**src/include/bitserial_config.svh**
```systemverilog
`ifndef BITSERIAL_CONFIG_SVH
`define BITSERIAL_CONFIG_SVH

// Data path width and bit counter width
`define BS_XLEN 32
`define BS_CNT_W 5

// First fetch address out of reset
`define BS_RESET_PC 32'h0000_0000

`endif
```
**src/verilog/bitserial_pkg.sv**
```systemverilog
`include "bitserial_config.svh"

package bitserial_pkg;

   // Three field layouts over one instruction word
   typedef struct packed {
      logic [6:0] funct7;
      logic [4:0] rs2;
      logic [4:0] rs1;
      logic [2:0] funct3;
      logic [4:0] rd;
      logic [6:0] opcode;
   } r_view_t;

   typedef struct packed {
      logic [11:0] imm;
      logic [4:0]  rs1;
      logic [2:0]  funct3;
      logic [4:0]  rd;
      logic [6:0]  opcode;
   } i_view_t;

   typedef struct packed {
      logic [19:0] imm;
      logic [4:0]  rd;
      logic [6:0]  opcode;
   } u_view_t;

   typedef union packed {
      r_view_t rtype;
      i_view_t itype;
      u_view_t utype;
   } instr_u;

   typedef enum logic [6:0] {
      OPC_OP     = 7'b0110011,
      OPC_OP_IMM = 7'b0010011,
      OPC_LUI    = 7'b0110111,
      OPC_BRANCH = 7'b1100011,
      OPC_STORE  = 7'b0100011
   } opcode_e;

   typedef enum logic [2:0] {
      ALU_ADD, ALU_SUB, ALU_AND, ALU_OR, ALU_XOR, ALU_PASS_B
   } alu_op_e;

   typedef struct packed {
      logic [4:0] rd_addr;
      logic [4:0] rs1_addr;
      logic [4:0] rs2_addr;
      alu_op_e    alu_op;
      logic       use_imm;
      logic       rd_en;
      logic       is_branch;
      logic       branch_ne;
      logic       is_store;
      logic       illegal;
   } ctrl_t;

   typedef enum logic [1:0] {PH_FETCH, PH_DECODE, PH_EXEC, PH_STORE} phase_e;

   typedef struct packed {
      logic [`BS_XLEN-1:0] adr;
      logic [`BS_XLEN-1:0] dat;
      logic                we;
   } dbus_req_t;

endpackage

```
**src/verilog/bitserial_top.sv**
```systemverilog
`include "bitserial_config.svh"

module bitserial_top
   import bitserial_pkg::*;
(
   input  logic                clk,
   input  logic                i_reset,
   output logic [`BS_XLEN-1:0] o_ibus_adr,
   output logic                o_ibus_cyc,
   input  instr_u              i_ibus_rdt,
   input  logic                i_ibus_ack,
   output dbus_req_t           o_dbus,
   output logic                o_dbus_cyc,
   input  logic                i_dbus_ack
);

   phase_e               phase;
   logic [`BS_CNT_W-1:0] cnt;
   logic                 cnt_en;
   logic                 cnt_done;
   logic                 first;
   logic                 fetch_ack;
   ctrl_t                ctrl;
   logic                 imm_bit;
   logic                 rs1_bit;
   logic                 rs2_bit;
   logic                 alu_bit;
   logic                 cmp_eq;
   logic                 rd_bit;
   logic                 rd_wen;

   assign first     = cnt_en & (cnt == '0);
   assign fetch_ack = o_ibus_cyc & i_ibus_ack;

   bitserial_state state (
      .clk        (clk),
      .i_reset    (i_reset),
      .i_ibus_ack (i_ibus_ack),
      .i_dbus_ack (i_dbus_ack),
      .i_is_store (ctrl.is_store),
      .o_phase    (phase),
      .o_cnt      (cnt),
      .o_cnt_en   (cnt_en),
      .o_cnt_done (cnt_done),
      .o_ibus_cyc (o_ibus_cyc),
      .o_dbus_cyc (o_dbus_cyc)
   );

   bitserial_decode decode (
      .clk         (clk),
      .i_reset     (i_reset),
      .i_ibus_rdt  (i_ibus_rdt),
      .i_fetch_ack (fetch_ack),
      .i_cnt       (cnt),
      .i_cnt_en    (cnt_en),
      .o_ctrl      (ctrl),
      .o_imm_bit   (imm_bit)
   );

   // Immediate or rs2 as the second operand
   bitserial_alu alu (
      .clk      (clk),
      .i_reset  (i_reset),
      .i_cnt_en (cnt_en),
      .i_first  (first),
      .i_rs1    (rs1_bit),
      .i_op_b   (ctrl.use_imm ? imm_bit : rs2_bit),
      .i_alu_op (ctrl.alu_op),
      .o_rd_bit (alu_bit),
      .o_cmp_eq (cmp_eq)
   );

   bitserial_ctrl ctrl_pc (
      .clk        (clk),
      .i_reset    (i_reset),
      .i_phase    (phase),
      .i_cnt_en   (cnt_en),
      .i_first    (first),
      .i_cnt_done (cnt_done),
      .i_imm_bit  (imm_bit),
      .i_ctrl     (ctrl),
      .i_cmp_eq   (cmp_eq),
      .o_ibus_adr (o_ibus_adr)
   );

   bitserial_rf rf (
      .clk        (clk),
      .i_cnt      (cnt),
      .i_cnt_en   (cnt_en),
      .i_rs1_addr (ctrl.rs1_addr),
      .i_rs2_addr (ctrl.rs2_addr),
      .i_rd_addr  (ctrl.rd_addr),
      .i_rd_wen   (rd_wen),
      .i_rd_bit   (rd_bit),
      .o_rs1_bit  (rs1_bit),
      .o_rs2_bit  (rs2_bit)
   );

   bitserial_writeback writeback (
      .clk        (clk),
      .i_reset    (i_reset),
      .i_cnt_en   (cnt_en),
      .i_cnt_done (cnt_done),
      .i_ctrl     (ctrl),
      .i_alu_bit  (alu_bit),
      .i_rs2_bit  (rs2_bit),
      .i_dbus_ack (i_dbus_ack),
      .o_rd_bit   (rd_bit),
      .o_rd_wen   (rd_wen),
      .o_dbus     (o_dbus)
   );

endmodule

```
**src/verilog/bitserial_writeback.sv**
```systemverilog
`include "bitserial_config.svh"

module bitserial_writeback
   import bitserial_pkg::*;
(
   input  logic      clk,
   input  logic      i_reset,
   input  logic      i_cnt_en,
   input  logic      i_cnt_done,
   input  ctrl_t     i_ctrl,
   input  logic      i_alu_bit,
   input  logic      i_rs2_bit,
   input  logic      i_dbus_ack,
   output logic      o_rd_bit,
   output logic      o_rd_wen,
   output dbus_req_t o_dbus
);

   logic [`BS_XLEN-1:0] adr_sr;
   logic [`BS_XLEN-1:0] dat_sr;
   logic                pending_q;
   logic                capture;

   assign o_rd_bit = i_alu_bit;
   assign o_rd_wen = i_cnt_en & i_ctrl.rd_en;

   // Store waiting for its ack
   always_ff @(posedge clk) begin
      if (i_reset) begin
         pending_q <= 1'b0;
      end else if (i_cnt_done & i_ctrl.is_store) begin
         pending_q <= 1'b1;
      end else if (i_dbus_ack) begin
         pending_q <= 1'b0;
      end
   end

   assign capture = i_cnt_en & i_ctrl.is_store & ~pending_q;

   // ALU gives rs1+imm for the address
   always_ff @(posedge clk) begin
      if (capture) begin
         adr_sr <= {i_alu_bit, adr_sr[`BS_XLEN-1:1]};
         dat_sr <= {i_rs2_bit, dat_sr[`BS_XLEN-1:1]};
      end
   end

   assign o_dbus = '{
      adr: {adr_sr[`BS_XLEN-1:2], 2'b00},
      dat: dat_sr,
      we:  1'b1
   };

endmodule

```
**src/verilog/bitserial_rf.sv**
```systemverilog
`include "bitserial_config.svh"

module bitserial_rf (
   input  logic                 clk,
   input  logic [`BS_CNT_W-1:0] i_cnt,
   input  logic                 i_cnt_en,
   input  logic [4:0]           i_rs1_addr,
   input  logic [4:0]           i_rs2_addr,
   input  logic [4:0]           i_rd_addr,
   input  logic                 i_rd_wen,
   input  logic                 i_rd_bit,
   output logic                 o_rs1_bit,
   output logic                 o_rs2_bit
);

   // One bit per entry, addressed by {register, bit}
   logic bits_q [32*`BS_XLEN];
   logic rd_we;
   logic rs1_q;
   logic rs2_q;

   assign rd_we = i_cnt_en & i_rd_wen & (i_rd_addr != 5'd0);

   always_ff @(posedge clk) begin
      if (rd_we) begin
         bits_q[{i_rd_addr, i_cnt}] <= i_rd_bit;
      end
   end

   // Read happens before the same bit is overwritten
   assign rs1_q = bits_q[{i_rs1_addr, i_cnt}];
   assign rs2_q = bits_q[{i_rs2_addr, i_cnt}];

   // x0 reads as zero
   assign o_rs1_bit = (i_rs1_addr != 5'd0) & rs1_q;
   assign o_rs2_bit = (i_rs2_addr != 5'd0) & rs2_q;

endmodule

```
**src/verilog/bitserial_ctrl.sv**
```systemverilog
`include "bitserial_config.svh"

module bitserial_ctrl
   import bitserial_pkg::*;
(
   input  logic                clk,
   input  logic                i_reset,
   input  phase_e              i_phase,
   input  logic                i_cnt_en,
   input  logic                i_first,
   input  logic                i_cnt_done,
   input  logic                i_imm_bit,
   input  ctrl_t               i_ctrl,
   input  logic                i_cmp_eq,
   output logic [`BS_XLEN-1:0] o_ibus_adr
);

   logic [`BS_XLEN-1:0] pc_q;
   logic [`BS_XLEN-1:0] seq_sr;
   logic [`BS_XLEN-1:0] tgt_sr;
   logic [1:0]          four_sr;
   logic                pc_bit;
   logic                four_bit;
   logic                seq_c_q;
   logic                seq_c_in;
   logic                seq_sum;
   logic                tgt_c_q;
   logic                tgt_c_in;
   logic                tgt_sum;
   logic                take;

   assign pc_bit = seq_sr[0];

   // Constant four, one bit per cycle
   assign four_bit = i_first ? 1'b0 : four_sr[0];

   assign seq_c_in = ~i_first & seq_c_q;
   assign seq_sum  = pc_bit ^ four_bit ^ seq_c_in;
   assign tgt_c_in = ~i_first & tgt_c_q;
   assign tgt_sum  = pc_bit ^ i_imm_bit ^ tgt_c_in;

   // Equal for BEQ, not equal for BNE
   assign take = i_ctrl.is_branch & (i_cmp_eq ^ i_ctrl.branch_ne);

   always_ff @(posedge clk) begin
      if (i_reset) begin
         pc_q    <= `BS_RESET_PC;
         seq_c_q <= 1'b0;
         tgt_c_q <= 1'b0;
         four_sr <= '0;
      end else begin
         if (i_cnt_en) begin
            seq_c_q <= (pc_bit & four_bit) | (seq_c_in & (pc_bit ^ four_bit));
            tgt_c_q <= (pc_bit & i_imm_bit) | (tgt_c_in & (pc_bit ^ i_imm_bit));
            four_sr <= i_first ? 2'b10 : {1'b0, four_sr[1]};
         end
         if (i_cnt_done) begin
            pc_q <= take ? {tgt_sum, tgt_sr[`BS_XLEN-1:1]} : {seq_sum, seq_sr[`BS_XLEN-1:1]};
         end
      end
   end

   // Working copy of the PC drains out as PC+4 fills in
   always_ff @(posedge clk) begin
      if (i_phase == PH_DECODE) begin
         seq_sr <= pc_q;
      end else if (i_cnt_en) begin
         seq_sr <= {seq_sum, seq_sr[`BS_XLEN-1:1]};
      end
      if (i_cnt_en) begin
         tgt_sr <= {tgt_sum, tgt_sr[`BS_XLEN-1:1]};
      end
   end

   assign o_ibus_adr = pc_q;

endmodule

```
**src/verilog/bitserial_alu.sv**
```systemverilog
module bitserial_alu
   import bitserial_pkg::*;
(
   input  logic    clk,
   input  logic    i_reset,
   input  logic    i_cnt_en,
   input  logic    i_first,
   input  logic    i_rs1,
   input  logic    i_op_b,
   input  alu_op_e i_alu_op,
   output logic    o_rd_bit,
   output logic    o_cmp_eq
);

   logic is_sub;
   logic op_b_eff;
   logic carry_q;
   logic carry_in;
   logic sum;
   logic eq_q;
   logic eq_in;
   logic bit_eq;

   // Subtract as rs1 + ~op_b + 1
   assign is_sub   = (i_alu_op == ALU_SUB);
   assign op_b_eff = i_op_b ^ is_sub;
   assign carry_in = i_first ? is_sub : carry_q;
   assign sum      = i_rs1 ^ op_b_eff ^ carry_in;

   assign bit_eq = ~(i_rs1 ^ i_op_b);
   assign eq_in  = i_first | eq_q;

   always_ff @(posedge clk) begin
      if (i_reset) begin
         carry_q <= 1'b0;
         eq_q    <= 1'b1;
      end else if (i_cnt_en) begin
         carry_q <= (i_rs1 & op_b_eff) | (carry_in & (i_rs1 ^ op_b_eff));
         eq_q    <= eq_in & bit_eq;
      end
   end

   // Current bit folded in, so the last bit counts at cnt_done
   assign o_cmp_eq = eq_in & bit_eq;

   always_comb begin
      case (i_alu_op)
         ALU_ADD,
         ALU_SUB:    o_rd_bit = sum;
         ALU_AND:    o_rd_bit = i_rs1 & i_op_b;
         ALU_OR:     o_rd_bit = i_rs1 | i_op_b;
         ALU_XOR:    o_rd_bit = i_rs1 ^ i_op_b;
         ALU_PASS_B: o_rd_bit = i_op_b;
         default:    o_rd_bit = 1'b0;
      endcase
   end

endmodule

```
**src/verilog/bitserial_decode.sv**
```systemverilog
`include "bitserial_config.svh"

module bitserial_decode
   import bitserial_pkg::*;
(
   input  logic                 clk,
   input  logic                 i_reset,
   input  instr_u               i_ibus_rdt,
   input  logic                 i_fetch_ack,
   input  logic [`BS_CNT_W-1:0] i_cnt,
   input  logic                 i_cnt_en,
   output ctrl_t                o_ctrl,
   output logic                 o_imm_bit
);

   instr_u              instr_q;
   opcode_e             opc;
   ctrl_t               ctrl;
   logic [`BS_XLEN-1:0] imm_full;
   logic [`BS_XLEN-1:0] imm_sr;
   logic                first_bit;

   // Cleared word decodes as illegal, so nothing runs by accident
   always_ff @(posedge clk) begin
      if (i_reset) begin
         instr_q <= '0;
      end else if (i_fetch_ack) begin
         instr_q <= i_ibus_rdt;
      end
   end

   assign opc = opcode_e'(instr_q.rtype.opcode);

   always_comb begin
      ctrl          = '0;
      ctrl.rd_addr  = instr_q.rtype.rd;
      ctrl.rs1_addr = instr_q.rtype.rs1;
      ctrl.rs2_addr = instr_q.rtype.rs2;
      ctrl.alu_op   = ALU_ADD;
      imm_full      = '0;
      case (opc)
         OPC_OP, OPC_OP_IMM: begin
            ctrl.rd_en   = 1'b1;
            ctrl.use_imm = (opc == OPC_OP_IMM);
            imm_full     = {{20{instr_q.itype.imm[11]}}, instr_q.itype.imm};
            case (instr_q.rtype.funct3)
               3'b000: begin
                  // SUB only exists in the register form
                  if (opc == OPC_OP && instr_q.rtype.funct7 == 7'b0100000) begin
                     ctrl.alu_op = ALU_SUB;
                  end
               end
               3'b100: ctrl.alu_op = ALU_XOR;
               3'b110: ctrl.alu_op = ALU_OR;
               3'b111: ctrl.alu_op = ALU_AND;
               default: ctrl.illegal = 1'b1;
            endcase
            if (opc == OPC_OP && instr_q.rtype.funct7 != 7'b0000000 && ctrl.alu_op != ALU_SUB) begin
               ctrl.illegal = 1'b1;
            end
         end
         OPC_LUI: begin
            ctrl.rd_en   = 1'b1;
            ctrl.use_imm = 1'b1;
            ctrl.alu_op  = ALU_PASS_B;
            imm_full     = {instr_q.utype.imm, 12'b0};
         end
         OPC_BRANCH: begin
            ctrl.is_branch = 1'b1;
            ctrl.branch_ne = instr_q.rtype.funct3[0];
            ctrl.alu_op    = ALU_SUB;
            ctrl.illegal   = (instr_q.rtype.funct3[2:1] != 2'b00);
            imm_full = {{19{instr_q.rtype.funct7[6]}}, instr_q.rtype.funct7[6],
                        instr_q.rtype.rd[0], instr_q.rtype.funct7[5:0],
                        instr_q.rtype.rd[4:1], 1'b0};
         end
         OPC_STORE: begin
            ctrl.is_store = 1'b1;
            ctrl.use_imm  = 1'b1;
            ctrl.illegal  = (instr_q.rtype.funct3 != 3'b010);
            imm_full = {{20{instr_q.rtype.funct7[6]}}, instr_q.rtype.funct7, instr_q.rtype.rd};
         end
         default: ctrl.illegal = 1'b1;
      endcase
      if (ctrl.illegal) begin
         ctrl.rd_en     = 1'b0;
         ctrl.is_store  = 1'b0;
         ctrl.is_branch = 1'b0;
      end
   end

   // Bit 0 comes straight from the word, the register supplies the rest
   assign first_bit = (i_cnt == '0);

   always_ff @(posedge clk) begin
      if (i_cnt_en) begin
         if (first_bit) begin
            imm_sr <= {imm_full[`BS_XLEN-1], imm_full[`BS_XLEN-1:1]};
         end else begin
            imm_sr <= {imm_sr[`BS_XLEN-1], imm_sr[`BS_XLEN-1:1]};
         end
      end
   end

   assign o_imm_bit = first_bit ? imm_full[0] : imm_sr[0];
   assign o_ctrl    = ctrl;

endmodule

```
**src/verilog/bitserial_state.sv**
```systemverilog
`include "bitserial_config.svh"

module bitserial_state
   import bitserial_pkg::*;
(
   input  logic                 clk,
   input  logic                 i_reset,
   input  logic                 i_ibus_ack,
   input  logic                 i_dbus_ack,
   input  logic                 i_is_store,
   output phase_e               o_phase,
   output logic [`BS_CNT_W-1:0] o_cnt,
   output logic                 o_cnt_en,
   output logic                 o_cnt_done,
   output logic                 o_ibus_cyc,
   output logic                 o_dbus_cyc
);

   phase_e               phase_q;
   logic [`BS_CNT_W-1:0] cnt_q;
   logic                 last_bit;

   assign last_bit = (cnt_q == {`BS_CNT_W{1'b1}});

   always_ff @(posedge clk) begin
      if (i_reset) begin
         phase_q <= PH_FETCH;
         cnt_q   <= '0;
      end else begin
         case (phase_q)
            PH_FETCH: begin
               if (i_ibus_ack) begin
                  phase_q <= PH_DECODE;
               end
            end
            PH_DECODE: begin
               phase_q <= PH_EXEC;
            end
            PH_EXEC: begin
               // Counter wraps back to zero on its own
               cnt_q <= cnt_q + 1'b1;
               if (last_bit) begin
                  phase_q <= i_is_store ? PH_STORE : PH_FETCH;
               end
            end
            PH_STORE: begin
               if (i_dbus_ack) begin
                  phase_q <= PH_FETCH;
               end
            end
            default: phase_q <= PH_FETCH;
         endcase
      end
   end

   assign o_phase    = phase_q;
   assign o_cnt      = cnt_q;
   assign o_cnt_en   = (phase_q == PH_EXEC);
   assign o_cnt_done = o_cnt_en & last_bit;
   assign o_ibus_cyc = (phase_q == PH_FETCH);
   assign o_dbus_cyc = (phase_q == PH_STORE);

endmodule

```
**config.mk**
```make
export PLATFORM = sky130hd
export DESIGN_NAME = bitserial_top
export DESIGN_NICKNAME = d
export VERILOG_FILES = /design/src/verilog/bitserial_pkg.sv /design/src/verilog/bitserial_top.sv /design/src/verilog/bitserial_writeback.sv /design/src/verilog/bitserial_rf.sv /design/src/verilog/bitserial_ctrl.sv /design/src/verilog/bitserial_alu.sv /design/src/verilog/bitserial_decode.sv /design/src/verilog/bitserial_state.sv
export VERILOG_INCLUDE_DIRS = /design/src /design/src/include
export SDC_FILE = /design/constraint.sdc
export NUM_CORES = 2
export LEC_CHECK = 0
export ABC_CLOCK_PERIOD_IN_PS = 96200
export BUFFER_PORTS_ARGS = -buffer_cell sky130_fd_sc_hd__buf_2
export CAP_MARGIN = 10
export CORE_MARGIN = 1.5
export CORE_UTILIZATION = 60
export DETAILED_ROUTE_END_ITERATION = 10
export PLACE_DENSITY = 0.78
export SETUP_SLACK_MARGIN = 0.1
export SYNTH_ARGS = -nofsm -noshare
export SYNTH_HDL_FRONTEND = slang
export SYNTH_SLANG_ARGS = --single-unit
```
**constraint.sdc**
```tcl
create_clock -name clk -period 96.2 [get_ports clk]
set_input_delay 4.81 -clock clk [delete_from_list [all_inputs] [get_ports clk]]
set_output_delay 4.81 -clock clk [all_outputs]
set_load 0.01 [all_outputs]
```
=== Word-level counts from Yosys, hierarchy flattened ===
Memory sizes are Yosys's and may differ from the RTL's.
Index checks and enable logic that the tools add are counted.

* Add/sub/neg operators: 1
* Equality and inequality tests: 23
* Mux-type cells: 33
* Bitwise operators: 39
* Reductions and logical operators: 21

{| class="wikitable"
|+ Operators with widths
! kind !! count
|-
| one-hot mux 32 bit (4 select lines) || 1
|-
| two-way mux 32 bit || 3
|-
| two-way mux 31 bit || 1
|-
| equality test 7 x 6 -> 1 bit (second input constant) || 4
|-
| bitwise AND 1 bit || 22
|-
| equality test 3 bit (second input constant) || 5
|-
| nonzero test 5 bit || 3
|-
| two-way mux 1 bit || 14
|-
| two-way mux 2 bit || 7
|-
| one-hot mux 3 bit (4 select lines) || 1
|-
| one-hot mux 3 bit (3 select lines) || 1
|-
| bitwise XOR 1 bit || 9
|-
| one-hot mux 2 bit (4 select lines) || 1
|-
| equality test 7 x 5 -> 1 bit (second input constant) || 1
|-
| equality test 7 bit (second input constant) || 1
|-
| nonzero test 7 bit || 1
|-
| equality test 3 x 2 -> 1 bit (second input constant) || 2
|-
| logical NOT 3 bit || 2
|-
| != test 2 x 1 -> 1 bit (second input constant) || 3
|-
| nonzero test 2 bit || 3
|-
| OR reduction 2 bit || 3
|-
| adder 5 x 1 -> 5 bit (second input constant) || 1
|-
| equality test 5 bit (second input constant) || 1
|-
| logical NOT 5 bit || 1
|-
| other kinds (17) || 26
|}

* Bits in registers: 238
* Memory bits (writable): 1,024
* Input bits: 36
* Output and inout port bits: 99
* Word-level logic and storage cells: 134
* Memories kept: 1

{| class="wikitable"
|+ Memory list
! name !! words !! width !! rd ports !! clocked after memory_dff !! write ports !! RTL line !! source
|-
| rf.bits_q || 1,024 || 1 || 2 || 0 || 1 || bitserial_rf.sv:17 || <nowiki>logic bits_q [32*`BS_XLEN];</nowiki>
|}

=== Longest topological paths before layout ===
* Word-level depth: 15
* Gate-level depth with buffers: 21
* Gate-level depth less buffers: 15

=== Hierarchy ===
A second synthesis with hierarchy kept.

* Cell total of the unflattened synthesis: 4,072
* Area total of the unflattened synthesis: 52,754.3 sq um

{| class="wikitable"
|+ By module, submodules not included
! module !! instances !! cells each !! area each (sq um) !! seq. area each (sq um)
|-
| bitserial_rf || 1 || 3,322 || 43,183.9 || 29,788.6
|-
| bitserial_ctrl || 1 || 313 || 4,000.1 || 2,612.5
|-
| bitserial_decode || 1 || 299 || 3,017.9 || 1,601.5
|-
| bitserial_writeback || 1 || 75 || 1,951.9 || 1,881.8
|-
| bitserial_state || 1 || 36 || 342.8 || 140.1
|-
| bitserial_alu || 1 || 23 || 220.2 || 40.0
|-
| bitserial_top || 1 || 4 || 37.5 || 0.0
|}

=== Worst setup path after synthesis ===
Ideal clock, no wire load.

* Path kind: register -> register
* From: register state.cnt_q[1], in the netlist state.o_cnt[1]
* To: memory rf.bits_q[0] (data pin)
* Library setup time: 5.506 ns
* Arrival time: 30.038 ns
* Required time: 90.694 ns
* Slack: 60.656 ns
* Cell stages (with the launch flop): 15
* Path buffers: 4
* Period minus slack after synthesis: 35.544 ns
* Path through: dfxtp_1 -> buf_2 -> buf_2 -> buf_2 -> buf_2 -> mux2i_1 -> o22ai_1 -> nor4_1 -> nand2_1 -> mux4_2 -> mux4_2 -> mux2_2 -> fa_1 -> inv_1 -> o211ai_1

* Longest elaborated chain between the ends: 7
* Elaborated cells on any way between the ends: 15
* Classes of those cells: 4 x mux; 9 x bitwise; 1 x reduce/logical; 1 x memory

{| class="wikitable"
|+ RTL lines
! element !! RTL line !! source
|-
| start, declared || bitserial_state.sv:20 || <nowiki>logic [`BS_CNT_W-1:0] cnt_q;</nowiki>
|-
| start signal, assigned || bitserial_state.sv:41 || <nowiki>cnt_q <= cnt_q + 1'b1;</nowiki>
|-
| memory (1024 x 1 bit) / logical NOT 5 bit (equally long branches) || n/a ||
|-
| bitwise AND 1 bit / two-way mux 1 bit (equally long branches) || bitserial_rf.sv:36, bitserial_decode.sv:105 ||
|-
| two-way mux 1 bit || bitserial_top.sv:67 || <nowiki>.i_op_b (ctrl.use_imm ? imm_bit : rs2_bit),</nowiki>
|-
| bitwise XOR 1 bit || bitserial_alu.sv:26 || <nowiki>assign op_b_eff = i_op_b ^ is_sub;</nowiki>
|-
| bitwise XOR 1 bit (2 in series) || bitserial_alu.sv:28 || <nowiki>assign sum = i_rs1 ^ op_b_eff ^ carry_in;</nowiki>
|-
| one-hot mux 1 bit (5 select lines) (*) || bitserial_alu.sv:47 || <nowiki>case (i_alu_op)</nowiki>
|-
| net alu.o_rd_bit || bitserial_alu.sv:11 || <nowiki>output logic o_rd_bit,</nowiki>
|-
| end, declared || bitserial_rf.sv:17 ||
|}

The timed path passes the listed nets; every way through them passes the cells marked *.

=== Final worst setup path ===
* From: register state.cnt_q[1], in the netlist state.o_cnt[1]
* To: memory rf.bits_q[741] (data pin)

Same word-level chain as after synthesis.

==> impl_metrics.toml <==
[worst_hold_path]
hold_path_depth = 0
hp-class = "flip-flop to flip-flop"
hold_end = "writeback.adr_sr[2]"
hold_start = "writeback.adr_sr[3]"

[yosys]
synth_area_um2 = 53500
netlist_instances = 4088
synth-edff-count = 1181
ys_seq_area_share_pct = 69.2
ys_warn_count = 0
ys.flop_type = "edfxtp_1"
async_flop_share_pct = 0
ys_types = 63
ys_seq_elements = 1259
avgSynthCellArea_um2 = 13.1

[clock_network]
cts_setup_buffers = 0
insertion_delay_ps = 730
clock_path_buffers = 3
clockRootBuffer = "clkbuf_16"
clkSinkCount = 1259
cts-htree-levels = 3
cts_resized = 0
path_clk_slew_ps = 60
cts_tree = "done"
holdBufCountCts = 0
cts_buffers = 119

[sta]
max_slew_margin_pct = 18.4
tightestPinTransition_ps = 1220
hold_violations = 0
fin_skew_ps = 54.8
rsz0062_at_grt = "false"
fin_crit_sh_pct = 11.1
period_minus_slack_ps = 10710
setup_violations = 0
slew_violations = 0
fin_setup_tns_ps = 0
fmax_mhz = 93.3

[status]
status = "complete, no violations"

[routing]
routed-via-count = 34900
initialDrtViolationCount = 5608
viasPerCell = 6.55
drtAntennaViolNets = 0
post_drt_wl_per_cell_um = 27.4
first_pass_iters = 6
drc_errors = 0
wl_mm = 146

[setup_path]
startpoint_type = "flip-flop"
required_ps = 96550
regToRegSetupSlack_ps = 85490
reg2reg_depth = 19
end_kind = "flip-flop"
timing.rr.start = "state.o_cnt[1]"
arrival_ps = 11060
critPathKind = "flip-flop to flip-flop"
crit_fanout = 269
timing.rr.end = "rf.bits_q[741]"

[grt]
grt_pass1_wl_mm = 210
grt_use_total_pct = 31.7
antenna_found_initial = 1
grt_max_degree = 270
grt_pass1_vias = 32700
grt_remaining_overflow = 0

[placement]
gp_congestion = 0.866
portBuffers = 131
hpwl_mm = 72.3

[floorplan]
io_pins = 135
core_um2 = 88400
die_y_um = 302
dieArea_um2 = 91000
die_x_um = 302
num_rows = 109
start_util_pct = 60.6

[cells_and_area]
area_growth_pct = 9.59
fin_util_pct = 66.4
layout.nets = 4125
drive_gt1_share_pct = 11.2

[pwr]
vdd_ir_drop_max_mv = 0.0656
power_density_nw_per_um2 = 27.4
p_leak_nw = 17.1

[run]
cap_violations = 0
cells in the mapped netlist (3+ instances only):
cell	n	area [µm²]
ha_1	11	138
edfxtp_1	1181	35500
a21oi_1	57	285
o21ai_0	32	160
or4_1	3	22.5
buf_4	30	225
and2_1	14	87.6
a221oi_1	7	61.3
nand4b_1	3	26.3
clkbuf_1	259	972
nor4_1	61	382
nand4_1	3	18.8
fa_1	3	60.1
and3_1	4	25.0
mux2i_1	543	5440
nand2b_1	4	25.0
nand4bb_1	6	67.6
or4b_1	3	30.0
inv_1	13	48.8
a211oi_1	34	255
nor2b_1	11	68.8
nand2_1	199	747
o31ai_1	3	22.5
nand3_1	20	100
nor3b_1	4	30.0
buf_2	66	330
mux4_2	18	405
nor2_1	1069	4010
dfxtp_1	78	1560
mux2_2	36	405
o22ai_1	251	1570
buf_1	8	30.0
o211ai_1	5	37.5
buf_6	8	90.1
metrics by stage:
step / hold WS (ps) / cell area [µm²] / cells / setup WS [ps] / power (mW)
2_1_floorplan: 426 / 53700 / 4121 / 60660 / 1.49
3_3_place_gp: 426 / 55000 / 5119 / 86060 / 1.15
3_5_place_dp: 432 / 55000 / 5119 / 85780 / 1.16
4_1_cts: 446 / 58700 / 5337 / 85630 / 1.60
5_1_grt: 453 / 58700 / 5337 / 84900 / 1.65
6_report: 445 / 58700 / 5338 / 85490 / 1.61
cell families after synthesis:
family | after synthesis | synth area share [%]
flip-flops | 1259 | 69.2
AND/OR/NAND/NOR | 1415 | 10.7
multiplexers | 597 | 11.7
XOR/XNOR | 4 | 0.0655
adder cells (fa/ha/maj) | 14 | 0.369
buffers and inverters | 386 | 3.18
AO/OA/AOI/OAI | 411 | 4.82
other | 2 | 0.0140
power by group:
part	leakage, nW	internal [mW]	switching [mW]
registers	11.4	0.847	0.0170
logic	3.97	0.0543	0.239
clock network	1.80	0.250	0.200
cell usage in the layout, fill, tap and decap left out, types with 35 or more instances in the layout:
master,n
buf_4,71
a21oi_1,57
clkbuf_16,121
nand2_1,179
mux2_2,36
nor4_1,61
o22ai_1,251
nor2_1,1067
edfxtp_1,1181
buf_2,131
mux2i_1,543
conb_1,35
clkbuf_1,36
dfxtp_1,77
cell type report:
cell class / count / area (µm²)
Multi-Input combinational cell: 2476 / 15200
Sequential cell: 1259 / 37000
Clock buffer: 162 / 3230
Inverter: 15 / 56.3
Clock inverter: 56 / 455
Timing Repair Buffer: 204 / 1230
Antenna cell: 1 / 2.50
Fill cell: 6124 / 29700
Tap cell: 1165 / 1460
critical path, cell delays in order (launching register included):
cell and delay (ps):
dfxtp_4 880, buf_4 830, buf_4 810, buf_4 920
mux2i_1 330, o22ai_1 110, nor4_1 360, nand2_1 270
mux4_2 520, mux2_2 310, a32oi_1 240, o21a_1 230
o311ai_1 150, fa_1 530, inv_1 40, o211ai_1 260
buf_4 700, buf_12 620, buf_4 970, buf_4 890
per-layer routing:
metal,global-route usage [%],part of all wire [%],up-vias
met5,0,0.018,-
met4,13.8,4.9,4
met3,6.60,14,485
met2,49.1,45,2446
met1,43.9,36,17200
li1,-,-,14800
worst max path at each step:
stage / from / endpoint / slack [ps]
after floorplan: state.o_cnt[1] / rf.bits_q[0] / 60660
after global placement: state.o_cnt[1] / rf.bits_q[736] / 86060
after detailed placement: state.o_cnt[1] / rf.bits_q[736] / 85780
after CTS: state.o_cnt[1] / rf.bits_q[76] / 85630
after global routing: state.o_cnt[1] / rf.bits_q[741] / 84900
final: state.o_cnt[1] / rf.bits_q[741] / 85490
sequential cells by signal, indices dropped and copies added (netlist names), 2 cells and up:
signal,flops
rf.bits_q,1024
ctrl_pc.o_ibus_adr,32
ctrl_pc.seq_sr,32
decode.imm_sr,32
decode.instr_q,32
writeback.dat_sr,32
ctrl_pc.tgt_sr,31
writeback.adr_sr,30
state.o_cnt,5
ctrl_pc.four_sr,2
state.o_phase,2
Power figures use the tool's default switching activity.
